File: config.mk
export PLATFORM = sky130hd
export DESIGN_NAME = ipf_top
export DESIGN_NICKNAME = d
export VERILOG_FILES = /design/src/ipf_pkg.sv /design/src/ipf_intake.sv /design/src/ipf_band_offset.sv /design/src/ipf_edge_offset.sv /design/src/ipf_output.sv /design/src/ipf_top.sv
export SDC_FILE = /design/constraint.sdc
export NUM_CORES = 1
export LEC_CHECK = 0
export BUFFER_PORTS_ARGS = -buffer_cell sky130_fd_sc_hd__buf_4
export CAP_MARGIN = 0
export CORE_ASPECT_RATIO = 1.25
export CORE_MARGIN = 2
export CORE_UTILIZATION = 55
export CTS_CLUSTER_DIAMETER = 80
export DETAILED_ROUTE_END_ITERATION = 10
export GPL_TIMING_DRIVEN = 0
export PLACE_DENSITY = 0.76
export SLEW_MARGIN = 10
export SYNTH_ARGS = -nofsm -noshare
export SYNTH_HDL_FRONTEND = slang
export SYNTH_SLANG_ARGS = --single-unit
File: constraint.sdc
create_clock -name clk -period 3.5 [get_ports clk]
set_input_delay 0.7 -clock clk [delete_from_list [all_inputs] [get_ports clk]]
set_output_delay 0.7 -clock clk [all_outputs]
set_load 0.02 [all_outputs]
File: src/ipf_pkg.sv
package ipf_pkg;

    localparam int PIC_SIZE   = 128;
    localparam int ADDR_W     = 14;
    localparam int BAND_SHIFT = 3;   // 32 bands of 8 levels

    typedef logic [7:0]        pixel_t;
    typedef logic [ADDR_W-1:0] addr_t;   // row * PIC_SIZE + column

    // Codes 2 and 3 both select the horizontal edge class
    typedef enum logic [1:0] {
        MODE_OFF  = 2'd0,
        MODE_BAND = 2'd1,
        MODE_EDGE = 2'd2
    } ipf_mode_e;

    // Code 3 decodes as 64 as well
    typedef enum logic [1:0] {
        LCU_16 = 2'd0,
        LCU_32 = 2'd1,
        LCU_64 = 2'd2
    } lcu_size_e;

    typedef struct packed {
        logic [3:0]        off0;
        logic [3:0]        off1;
        logic signed [3:0] off2;
        logic signed [3:0] off3;
    } ipf_offsets_t;

    // One pixel in flight with its LCU configuration
    typedef struct packed {
        ipf_mode_e    mode;
        logic [4:0]   band_pos;
        ipf_offsets_t offsets;
        pixel_t       pixel;
        addr_t        addr;
        logic         row_start;
        logic         row_end;
    } ipf_beat_t;

    // Index 0/1 add unsigned and saturate, 2/3 add signed and clamp
    function automatic pixel_t apply_offset(pixel_t pix, logic [1:0] idx, ipf_offsets_t offs);
        logic [3:0]        uoff;
        logic signed [3:0] soff;
        logic [8:0]        usum;
        logic signed [9:0] ssum;
        uoff = idx[0] ? offs.off1 : offs.off0;
        soff = idx[0] ? offs.off3 : offs.off2;
        usum = {1'b0, pix} + {5'd0, uoff};
        ssum = $signed({2'b00, pix}) + $signed({{6{soff[3]}}, soff});
        if (!idx[1]) begin
            return usum[8] ? 8'hff : usum[7:0];
        end
        if (ssum < 10'sd0) begin
            return 8'h00;
        end
        if (ssum > 10'sd255) begin
            return 8'hff;
        end
        return ssum[7:0];
    endfunction

endpackage

File: src/ipf_intake.sv
`timescale 1ns/1ps

module ipf_intake (
    input  logic                  clk,
    input  logic                  reset,
    input  logic                  in_en,
    input  ipf_pkg::pixel_t       din,
    input  ipf_pkg::ipf_mode_e    ipf_type,
    input  logic [4:0]            ipf_band_pos,
    input  ipf_pkg::ipf_offsets_t ipf_offset,
    input  logic [2:0]            lcu_x,
    input  logic [2:0]            lcu_y,
    input  ipf_pkg::lcu_size_e    lcu_size,
    output logic                  busy,
    output logic                  beat_valid,
    output ipf_pkg::ipf_beat_t    beat
);
    import ipf_pkg::*;

    // LCU configuration, captured with its first pixel
    ipf_mode_e    mode_q;
    logic [4:0]   band_pos_q;
    ipf_offsets_t offsets_q;
    logic [2:0]   lcu_x_q;
    logic [2:0]   lcu_y_q;
    lcu_size_e    size_q;

    logic [5:0]   col;
    logic [5:0]   row;

    logic         first;
    ipf_mode_e    cur_mode;
    logic [4:0]   cur_band_pos;
    ipf_offsets_t cur_offsets;
    logic [2:0]   cur_x;
    logic [2:0]   cur_y;
    lcu_size_e    cur_size;
    logic         is_edge;
    logic [5:0]   side_m1;
    logic [6:0]   x_base;
    logic [6:0]   y_base;
    logic [6:0]   col_abs;
    logic [6:0]   row_abs;
    logic         col_last;
    addr_t        addr;

    assign first        = (col == 6'd0) && (row == 6'd0);
    assign cur_mode     = first ? ipf_type     : mode_q;
    assign cur_band_pos = first ? ipf_band_pos : band_pos_q;
    assign cur_offsets  = first ? ipf_offset   : offsets_q;
    assign cur_x        = first ? lcu_x        : lcu_x_q;
    assign cur_y        = first ? lcu_y        : lcu_y_q;
    assign cur_size     = first ? lcu_size     : size_q;
    assign is_edge      = !(cur_mode == MODE_OFF || cur_mode == MODE_BAND);

    // Side is a power of two, so the LCU origin is a shift
    always_comb begin
        case (cur_size)
            LCU_16: begin
                side_m1 = 6'd15;
                x_base  = {cur_x, 4'b0};
                y_base  = {cur_y, 4'b0};
            end
            LCU_32: begin
                side_m1 = 6'd31;
                x_base  = {cur_x[1:0], 5'b0};
                y_base  = {cur_y[1:0], 5'b0};
            end
            default: begin
                side_m1 = 6'd63;
                x_base  = {cur_x[0], 6'b0};
                y_base  = {cur_y[0], 6'b0};
            end
        endcase
    end

    assign col_last = (col == side_m1);
    assign col_abs  = x_base + {1'b0, col};
    assign row_abs  = y_base + {1'b0, row};
    assign addr     = addr_t'(row_abs) * addr_t'(PIC_SIZE) + addr_t'(col_abs);

    always_ff @(posedge clk or posedge reset) begin
        if (reset) begin
            col        <= 6'd0;
            row        <= 6'd0;
            busy       <= 1'b0;
            beat_valid <= 1'b0;
        end else begin
            beat_valid <= in_en;
            busy       <= in_en && is_edge && col_last;   // Flush slot for the edge path
            if (in_en) begin
                if (col_last) begin
                    col <= 6'd0;
                    row <= (row == side_m1) ? 6'd0 : row + 6'd1;
                end else begin
                    col <= col + 6'd1;
                end
            end
        end
    end

    always_ff @(posedge clk) begin
        if (in_en) begin
            if (first) begin
                mode_q     <= ipf_type;
                band_pos_q <= ipf_band_pos;
                offsets_q  <= ipf_offset;
                lcu_x_q    <= lcu_x;
                lcu_y_q    <= lcu_y;
                size_q     <= lcu_size;
            end
            beat.mode      <= cur_mode;
            beat.band_pos  <= cur_band_pos;
            beat.offsets   <= cur_offsets;
            beat.pixel     <= din;
            beat.addr      <= addr;
            beat.row_start <= (col == 6'd0);
            beat.row_end   <= col_last;
        end
    end

endmodule

File: src/ipf_band_offset.sv
`timescale 1ns/1ps

module ipf_band_offset (
    input  logic               clk,
    input  logic               reset,
    input  logic               beat_valid,
    input  ipf_pkg::ipf_beat_t beat,
    output logic               res_valid,
    output ipf_pkg::pixel_t    res_pixel,
    output ipf_pkg::addr_t     res_addr
);
    import ipf_pkg::*;

    logic       take;
    logic [4:0] band;
    logic       in_window;
    pixel_t     result;

    // Off and band beats both come through here
    assign take = beat_valid && (beat.mode == MODE_OFF || beat.mode == MODE_BAND);
    assign band = 5'(beat.pixel >> BAND_SHIFT);

    // Window around band_pos does not wrap at 0 or 31
    assign in_window = (band == beat.band_pos)
                    || (beat.band_pos != 5'd0  && band == beat.band_pos - 5'd1)
                    || (beat.band_pos != 5'd31 && band == beat.band_pos + 5'd1);

    always_comb begin
        if (beat.mode == MODE_BAND && !in_window) begin
            result = apply_offset(beat.pixel, band[1:0], beat.offsets);   // Band mod 4
        end else begin
            result = beat.pixel;
        end
    end

    always_ff @(posedge clk or posedge reset) begin
        if (reset) begin
            res_valid <= 1'b0;
        end else begin
            res_valid <= take;
        end
    end

    always_ff @(posedge clk) begin
        if (take) begin
            res_pixel <= result;
            res_addr  <= beat.addr;
        end
    end

endmodule

File: src/ipf_edge_offset.sv
`timescale 1ns/1ps

module ipf_edge_offset (
    input  logic               clk,
    input  logic               reset,
    input  logic               beat_valid,
    input  ipf_pkg::ipf_beat_t beat,
    output logic               res_valid,
    output ipf_pkg::pixel_t    res_pixel,
    output ipf_pkg::addr_t     res_addr
);
    import ipf_pkg::*;

    logic       take;
    ipf_beat_t  centre_q;       // Waiting for its right neighbour
    logic       centre_valid;
    pixel_t     left_q;
    logic       flush_q;        // Row end seen, last pixel still held
    pixel_t     a;
    pixel_t     b;
    pixel_t     c;
    logic [8:0] twice_c;
    logic [8:0] sum_ab;
    pixel_t     filtered;

    assign take = beat_valid && !(beat.mode == MODE_OFF || beat.mode == MODE_BAND);

    assign a       = left_q;
    assign b       = beat.pixel;
    assign c       = centre_q.pixel;
    assign twice_c = {c, 1'b0};
    assign sum_ab  = {1'b0, a} + {1'b0, b};

    always_comb begin
        if (centre_q.row_start) begin
            filtered = c;   // First pixel of a row has no left neighbour
        end else if (c < a && c < b) begin
            filtered = apply_offset(c, 2'd0, centre_q.offsets);   // Valley
        end else if (c > a && c > b) begin
            filtered = apply_offset(c, 2'd3, centre_q.offsets);   // Peak
        end else if (twice_c < sum_ab) begin
            filtered = apply_offset(c, 2'd1, centre_q.offsets);
        end else if (twice_c > sum_ab) begin
            filtered = apply_offset(c, 2'd2, centre_q.offsets);
        end else begin
            filtered = c;
        end
    end

    always_ff @(posedge clk or posedge reset) begin
        if (reset) begin
            centre_valid <= 1'b0;
            flush_q      <= 1'b0;
            res_valid    <= 1'b0;
        end else begin
            res_valid <= (take && centre_valid) || flush_q;
            flush_q   <= take && beat.row_end;
            if (take) begin
                centre_valid <= 1'b1;
            end else if (flush_q) begin
                centre_valid <= 1'b0;   // Next row starts with an empty window
            end
        end
    end

    // Flush falls in the intake's busy cycle, so it never meets a new beat
    always_ff @(posedge clk) begin
        if (take) begin
            centre_q <= beat;
            left_q   <= centre_q.pixel;
            if (centre_valid) begin
                res_pixel <= filtered;
                res_addr  <= centre_q.addr;
            end
        end else if (flush_q) begin
            res_pixel <= centre_q.pixel;   // Last pixel of the row
            res_addr  <= centre_q.addr;
        end
    end

endmodule

File: src/ipf_output.sv
`timescale 1ns/1ps

module ipf_output (
    input  logic            clk,
    input  logic            reset,
    input  logic            band_valid,
    input  ipf_pkg::pixel_t band_pixel,
    input  ipf_pkg::addr_t  band_addr,
    input  logic            edge_valid,
    input  ipf_pkg::pixel_t edge_pixel,
    input  ipf_pkg::addr_t  edge_addr,
    output logic            out_en,
    output ipf_pkg::pixel_t dout,
    output ipf_pkg::addr_t  dout_addr,
    output logic            finish
);
    import ipf_pkg::*;

    localparam addr_t LAST_ADDR = addr_t'(PIC_SIZE * PIC_SIZE - 1);

    always_ff @(posedge clk or posedge reset) begin
        if (reset) begin
            out_en    <= 1'b0;
            dout      <= 8'd0;
            dout_addr <= '0;
            finish    <= 1'b0;
        end else begin
            out_en <= band_valid || edge_valid;
            finish <= out_en && (dout_addr == LAST_ADDR);   // Bottom right pixel just left
            // The two paths are never valid together
            if (edge_valid) begin
                dout      <= edge_pixel;
                dout_addr <= edge_addr;
            end else if (band_valid) begin
                dout      <= band_pixel;
                dout_addr <= band_addr;
            end
        end
    end

endmodule

File: src/ipf_top.sv
`timescale 1ns/1ps

module ipf_top (
    input  logic                  clk,
    input  logic                  reset,
    input  logic                  in_en,
    input  ipf_pkg::pixel_t       din,
    input  ipf_pkg::ipf_mode_e    ipf_type,
    input  logic [4:0]            ipf_band_pos,
    input  ipf_pkg::ipf_offsets_t ipf_offset,
    input  logic [2:0]            lcu_x,
    input  logic [2:0]            lcu_y,
    input  ipf_pkg::lcu_size_e    lcu_size,
    output logic                  busy,
    output logic                  out_en,
    output ipf_pkg::pixel_t       dout,
    output ipf_pkg::addr_t        dout_addr,
    output logic                  finish
);
    import ipf_pkg::*;

    logic      beat_valid;
    ipf_beat_t beat;
    logic      band_valid;
    pixel_t    band_pixel;
    addr_t     band_addr;
    logic      edge_valid;
    pixel_t    edge_pixel;
    addr_t     edge_addr;

    ipf_intake intake_i (
        .clk, .reset, .in_en, .din, .ipf_type, .ipf_band_pos, .ipf_offset,
        .lcu_x, .lcu_y, .lcu_size, .busy, .beat_valid, .beat
    );

    ipf_band_offset band_i (
        .clk, .reset, .beat_valid, .beat,
        .res_valid(band_valid), .res_pixel(band_pixel), .res_addr(band_addr)
    );

    ipf_edge_offset edge_i (
        .clk, .reset, .beat_valid, .beat,
        .res_valid(edge_valid), .res_pixel(edge_pixel), .res_addr(edge_addr)
    );

    ipf_output output_i (
        .clk, .reset, .band_valid, .band_pixel, .band_addr,
        .edge_valid, .edge_pixel, .edge_addr,
        .out_en, .dout, .dout_addr, .finish
    );

endmodule

# After elaboration in Yosys (flattened, before gate mapping)

Index checks and enable logic that the tools add are counted.

$add $sub $neg: 14
$lt $le $gt $ge: 12
Equality and inequality tests: 11
Mux-type cells: 113
Reduce and logical (&&, ||, !) cells: 33

Operators with widths:

| operator                                                                          | number |
|---|---|
| 8-bit two-way mux                                                                 | 38 |
| 14-bit two-way mux                                                                | 5 |
| 1-bit two-way mux                                                                 | 57 |
| 9-bit by 4-bit adder with 10-bit output                                           | 3 |
| 10-bit by 9-bit greater-than comparator with 1-bit output (second input constant) | 3 |
| 10-bit by 1-bit < comparator with 1-bit output (second input constant)            | 3 |
| 7-bit case mux with 2 select lines                                                | 2 |
| 8-bit by 4-bit adder with 9-bit output                                            | 3 |
| 8-bit greater-than comparator                                                     | 2 |
| 8-bit < comparator                                                                | 2 |
| 16-bit two-way mux                                                                | 1 |
| 5-bit == test                                                                     | 3 |
| 14-bit by 7-bit adder with 14-bit output                                          | 1 |
| 7-bit by 6-bit adder with 7-bit output                                            | 2 |
| 14-bit == test (second input constant)                                            | 1 |
| 1-bit logical AND                                                                 | 13 |
| 6-bit by 1-bit adder with 6-bit output (second input constant)                    | 2 |
| 6-bit == test                                                                     | 2 |
| 6-bit zero test                                                                   | 2 |
| 6-bit two-way mux                                                                 | 2 |
| 6-bit case mux with 2 select lines                                                | 1 |
| 8-bit by 8-bit adder with 9-bit output                                            | 1 |
| 9-bit greater-than comparator                                                     | 1 |
| 9-bit < comparator                                                                | 1 |
| other kinds (15)                                                                  | 32 |

Flip-flop bits (word level): 188
Bits of input ports: 42
Output and inout bits: 25
Word-level logic and storage cells: 220

# Longest topological paths before layout

Depth in word-level cells: 26
Mapped depth: 19
Depth with buffers taken out: 18

# By module

Synthesis repeated with hierarchy kept, for this count alone.

Cells, all modules: 888
Area total of the unflattened synthesis: 10,435.0 sq um

Modules (own cells, without submodules):

| module          | instances | cells each | area each (sq um) | seq. area each (sq um) |
|---|---|---|---|---|
| ipf_edge_offset | 1         | 430        | 4,720.8           | 2,147.1 |
| ipf_intake      | 1         | 192        | 2,811.4           | 2,001.9 |
| ipf_band_offset | 1         | 161        | 1,769.2           | 685.7 |
| ipf_output      | 1         | 105        | 1,133.6           | 600.6 |

# Worst setup path before layout

Ideal clock, no wire load.

Kind: register to register
Start point: reg intake_i.beat[17] (netlist name)
End point: reg edge_i.res_pixel[5] (data pin)
Library setup time: 0.167 ns
Arrival time: 3.456 ns
Data required time: 3.333 ns
Slack: -0.123 ns
Stages on the path, launching flop included: 17
Path buffers: 0
Clock period less this slack: 3.623 ns
Cells stage by stage: edfxtp_1 > inv_1 > fa_1 > inv_1 > a21oi_1 > o21ai_0 > a21o_1 > a21o_1 > a21o_1 > a21oi_1 > ha_1 > nand4_1 > nor4_1 > a21oi_1 > nand3_1 > a31oi_1 > a211oi_1

Word-level cells in the longest chain between the ends: 9
Elaborated cells on any way between the ends: 14
Those cells by class: 1 x add/sub; 4 x order compare; 7 x mux; 2 x reduce/logical

RTL lines:

| element                                | RTL line              | text |
|---|---|---|
| 8-bit by 8-bit adder with 9-bit output | ipf_edge_offset.sv:32 | `assign sum_ab = {1'b0, a} + {1'b0, b};` |
| 9-bit greater-than comparator          | ipf_edge_offset.sv:43 | `end else if (twice_c > sum_ab) begin` |
| 8-bit two-way mux                      | ipf_edge_offset.sv:43 |  |
| 8-bit two-way mux                      | ipf_edge_offset.sv:41 | `end else if (twice_c < sum_ab) begin` |
| 8-bit two-way mux                      | ipf_edge_offset.sv:39 | `end else if (c > a && c > b) begin` |
| 8-bit two-way mux *                    | ipf_edge_offset.sv:37 | `end else if (c < a && c < b) begin` |
| 8-bit two-way mux *                    | ipf_edge_offset.sv:35 | `if (centre_q.row_start) begin` |
| 8-bit two-way mux *                    | ipf_edge_offset.sv:71 | `if (centre_valid) begin` |
| 8-bit two-way mux *                    | ipf_edge_offset.sv:68 | `if (take) begin` |
| to (signal assigned)                   | ipf_edge_offset.sv:72 | `res_pixel <= filtered;` |
| to (signal assigned)                   | ipf_edge_offset.sv:76 | `res_pixel <= centre_q.pixel;` |
| to (decl)                              | ipf_edge_offset.sv:9  | `output ipf_pkg::pixel_t res_pixel,` |

Every way passes the cells marked *; elsewhere a longest branch is shown, timed or not. The select of a mux whose other input is x is not followed.
A chain may end at the register's enable or synchronous reset.

# Worst setup path in the final report

Start point: reg intake_i.beat[16] (netlist name)
End point: reg edge_i.res_pixel[0] (data pin)

Word-level cells in the longest chain between the ends: 9
Elaborated cells on any way between the ends: 14
Those cells by class: 1 x add/sub; 4 x order compare; 7 x mux; 2 x reduce/logical

RTL lines:

| element                                | RTL line |
|---|---|
| 8-bit by 8-bit adder with 9-bit output | ipf_edge_offset.sv:32 |
| 9-bit greater-than comparator          | ipf_edge_offset.sv:43 |
| 8-bit two-way mux                      | ipf_edge_offset.sv:43 |
| 8-bit two-way mux                      | ipf_edge_offset.sv:41 |
| 8-bit two-way mux                      | ipf_edge_offset.sv:39 |
| 8-bit two-way mux *                    | ipf_edge_offset.sv:37 |
| 8-bit two-way mux *                    | ipf_edge_offset.sv:35 |
| 8-bit two-way mux *                    | ipf_edge_offset.sv:71 |
| 8-bit two-way mux *                    | ipf_edge_offset.sv:68 |

Marked as above.

==> out/metrics.cfg <==
[run_status]
status = finished with violations
violations = negative setup slack

[sta]
fmaxAchievable_mhz = 272
fin_crit_sh = 1.05
rsz0062_at_grt = true
finalSetupViolCount = 8
tightestPinTransition_ns = 0.793
drv_slew = 0
hold_slack_ns = 0.208
slew-limit-headroom = 0.470
final_hold_viol_count = 0
layout_setup_ws_ns = -0.170
clock_skew_ns = 0.0144
fin_crit_ns = 3.67

[detailed_routing]
ant_nets = 0
wl_per_cell_um = 18.8
drt-initial-drc-count = 664
wl_um = 22900
firstDrtPassIters = 5
viasPerCell = 5.93
vias = 7212
drc = 0

[placed_design]
gp_congestion = 0.871
place_area_um2 = 11100
io_buffers = 66
hpwl_um = 15900

[setup_path]
reg2reg_depth = 19
critPathMaxFanout = 3
crit_type = flop to flop
endpoint_kind = flop
cp_data_arrival_time_ns = 3.86
required_ns = 3.69
r2r_start = intake_i.beat[16]$_DFFE_PP_
critPathLaunchType = flop
worst_r2r_endpoint = edge_i.res_pixel[0]$_DFFE_PP_
reg2reg_slack_ns = -0.17

[logic_synthesis]
yosys_most_used_dff = edfxtp_1
synth-edff-count = 146
ys_warn_count = 0
syn_avg_cell_area_um2 = 11.8
async_flop_share = 0.223
ys_seq_area_frac = 0.534
ys_seq_elements = 188
synthCells = 865
synth_fp_nets = 996
netlist_area_um2 = 10200
ys_types = 61

[clock_network]
ctsHoldBuffers = 0
numCtsBuffers = 17
cts_tree = done
ctsLongestPathBuffers = 2
clk_latency_ns = 0.43
clkTransAtPathRegs_ns = 0.07
cts_sinks = 188
root_buffer = clkbuf_16
ctsHtreeMaxLevel = 4

[cells_and_area]
design_area_um2 = 12000
layout-drive-gt1-share = 0.196
syn_to_final_growth_pct = 18.5
layout_common_cells = edfxtp_1, buf_4, ha_1
fin_nets = 1106
mostFrequentLayoutCell = edfxtp_1
diodes = 0

[pwr]
power_density_nw_per_um2 = 495
p_leak_nw = 4.86
vdd_drop_max_mv = 0.431

[floorplan]
initial_core_util = 0.562
fp.dieH_um = 156
fp.dieW_um = 126
io_pins = 67
rows = 55
core_area_um2 = 18100
dieArea_um2 = 19600

[global_routing]
grt_usage = 0.238
grt_pass1_vias = 7149
grt_max_degree = 42
antenna_found_initial = 0
grt_pass1_wl_um = 36600
gr-total-overflow = 0

[hold_path]
min_path_type = input pin to asynchronous set/reset pin

[job]
max_cap_violations = 0

-- final cells by class --
type / instances / area (um2)
fillers: 1327 / 6050
flip-flops and latches: 188 / 5440
multi-input cells: 600 / 4730
repair buffers: 92 / 753
clock buffers: 20 / 437
well taps: 228 / 285
inverters: 57 / 214
clock inverters: 12 / 103
plain buffers: 19 / 95.1
-- power breakdown --
| part | switching, mW | leakage (nW) | internal (mW) |
|---|---|---|---|
| Combinational | 0.739 | 2.71 | 0.586 |
| Clock | 0.856 | 0.256 | 0.929 |
| Sequential | 0.192 | 1.90 | 2.67 |
-- critical path, stage by stage (launching register included) --
cell and delay (ns):
edfxtp_1 0.44, ha_2 0.23, buf_4 0.13, buf_6 0.10, a21o_1 0.16, a21oi_2 0.20, o21ai_1 0.11, a21oi_2 0.19
xor2_1 0.19, ha_1 0.27, o21a_1 0.18, o211ai_1 0.17, a31oi_1 0.07, a211oi_2 0.15, buf_4 0.17, buf_6 0.11
nand2_4 0.06, nor2_4 0.08, nor3_2 0.05, a221o_1 0.33
-- cell families (layout without fill, tap and decap cells) --
group / after synthesis / in the layout / share of synthesized area
xor gates and xnor gates: 51 / 51 / 0.0439
buffers and inverters: 77 / 200 / 0.0285
and+or+nand+nor: 214 / 214 / 0.102
DFF: 188 / 188 / 0.534
adders and majority gates: 89 / 89 / 0.116
AOI/OAI and AO/OA: 204 / 204 / 0.131
muxes: 42 / 42 / 0.0440
-- stage by stage --
step           setup slack [ns]  utilization  total power, mW  setup TNS [ns]  std cells
2_1_floorplan            0.0877            -             3.62               0        865
3_3_place_gp             -0.642        0.606             4.00           -9.14       1159
3_5_place_dp             -0.706        0.611             4.04           -9.70       1164
4_1_cts                  -0.122        0.655             5.91          -0.572       1210
5_1_grt                  -0.289        0.666             6.23           -2.12       1216
6_report                 -0.170        0.666             5.97          -0.915       1216
-- state kept, by name (all words and copies together), names as in the netlist, 8 cells and up, named ones only --
name                count
output_i.dout_addr     14
intake_i.beat          46
edge_i.c                8
edge_i.res_addr        14
output_i.dout           8
edge_i.res_pixel        8
edge_i.a                8
band_i.res_pixel        8
band_i.res_addr        14
edge_i.centre_q        31
-- timing repair --
item                       4_1_cts  5_1_grt
gates cloned                     1        0
pin swaps                       22       31
setup endpoints to repair       16       16
resized for setup               40       29
setup buffers                   14        8
-- Yosys cell counts, types with 4 or more instances --
cell	number	area share
a211oi_1	12	0.0089
a21o_1	23	0.017
a21oi_1	38	0.019
a31oi_1	6	0.0037
and2_1	4	0.0025
and3_1	5	0.0031
clkbuf_1	18	0.0066
dfrtp_1	42	0.10
edfxtp_1	146	0.43
fa_1	9	0.018
ha_1	80	0.098
inv_1	57	0.021
mux2_2	9	0.010
mux2i_1	31	0.031
nand2_1	62	0.023
nand2b_1	7	0.0043
nand3_1	26	0.013
nand4_1	12	0.0074
nor2_1	52	0.019
nor2b_1	13	0.0080
nor3_1	10	0.0049
nor3b_1	4	0.0030
nor4_1	5	0.0031
o211ai_1	14	0.010
o21a_1	12	0.0089
o21ai_0	59	0.029
o221ai_1	6	0.0052
o2bb2ai_1	4	0.0034
or3_1	5	0.0031
xnor2_1	29	0.025
xor2_1	22	0.019
-- how the worst max path moves through the flow --
stage                                 from                       endpoint  slack [ns]  depth (start not counted)
2_1_floorplan  intake_i.beat[17]$_DFFE_PP_  edge_i.res_pixel[4]$_DFFE_PP_        0.09                         16
3_3_place_gp   intake_i.beat[16]$_DFFE_PP_  edge_i.res_pixel[7]$_DFFE_PP_       -0.64                         17
3_5_place_dp   intake_i.beat[17]$_DFFE_PP_  edge_i.res_pixel[5]$_DFFE_PP_       -0.71                         16
4_1_cts        intake_i.beat[16]$_DFFE_PP_  edge_i.res_pixel[5]$_DFFE_PP_       -0.12                         17
5_1_grt        intake_i.beat[16]$_DFFE_PP_  edge_i.res_pixel[5]$_DFFE_PP_       -0.29                         19
6_report       intake_i.beat[16]$_DFFE_PP_  edge_i.res_pixel[0]$_DFFE_PP_       -0.17                         19
-- layer usage --
layer | wire length, um | global-route usage
met2 | 11200 | 0.391
met4 | 844 | 0.103
met1 | 9770 | 0.314
met3 | 1050 | 0.0418
met5 | 0 | 0
Note: power is estimated with default switching activity, not from simulation.
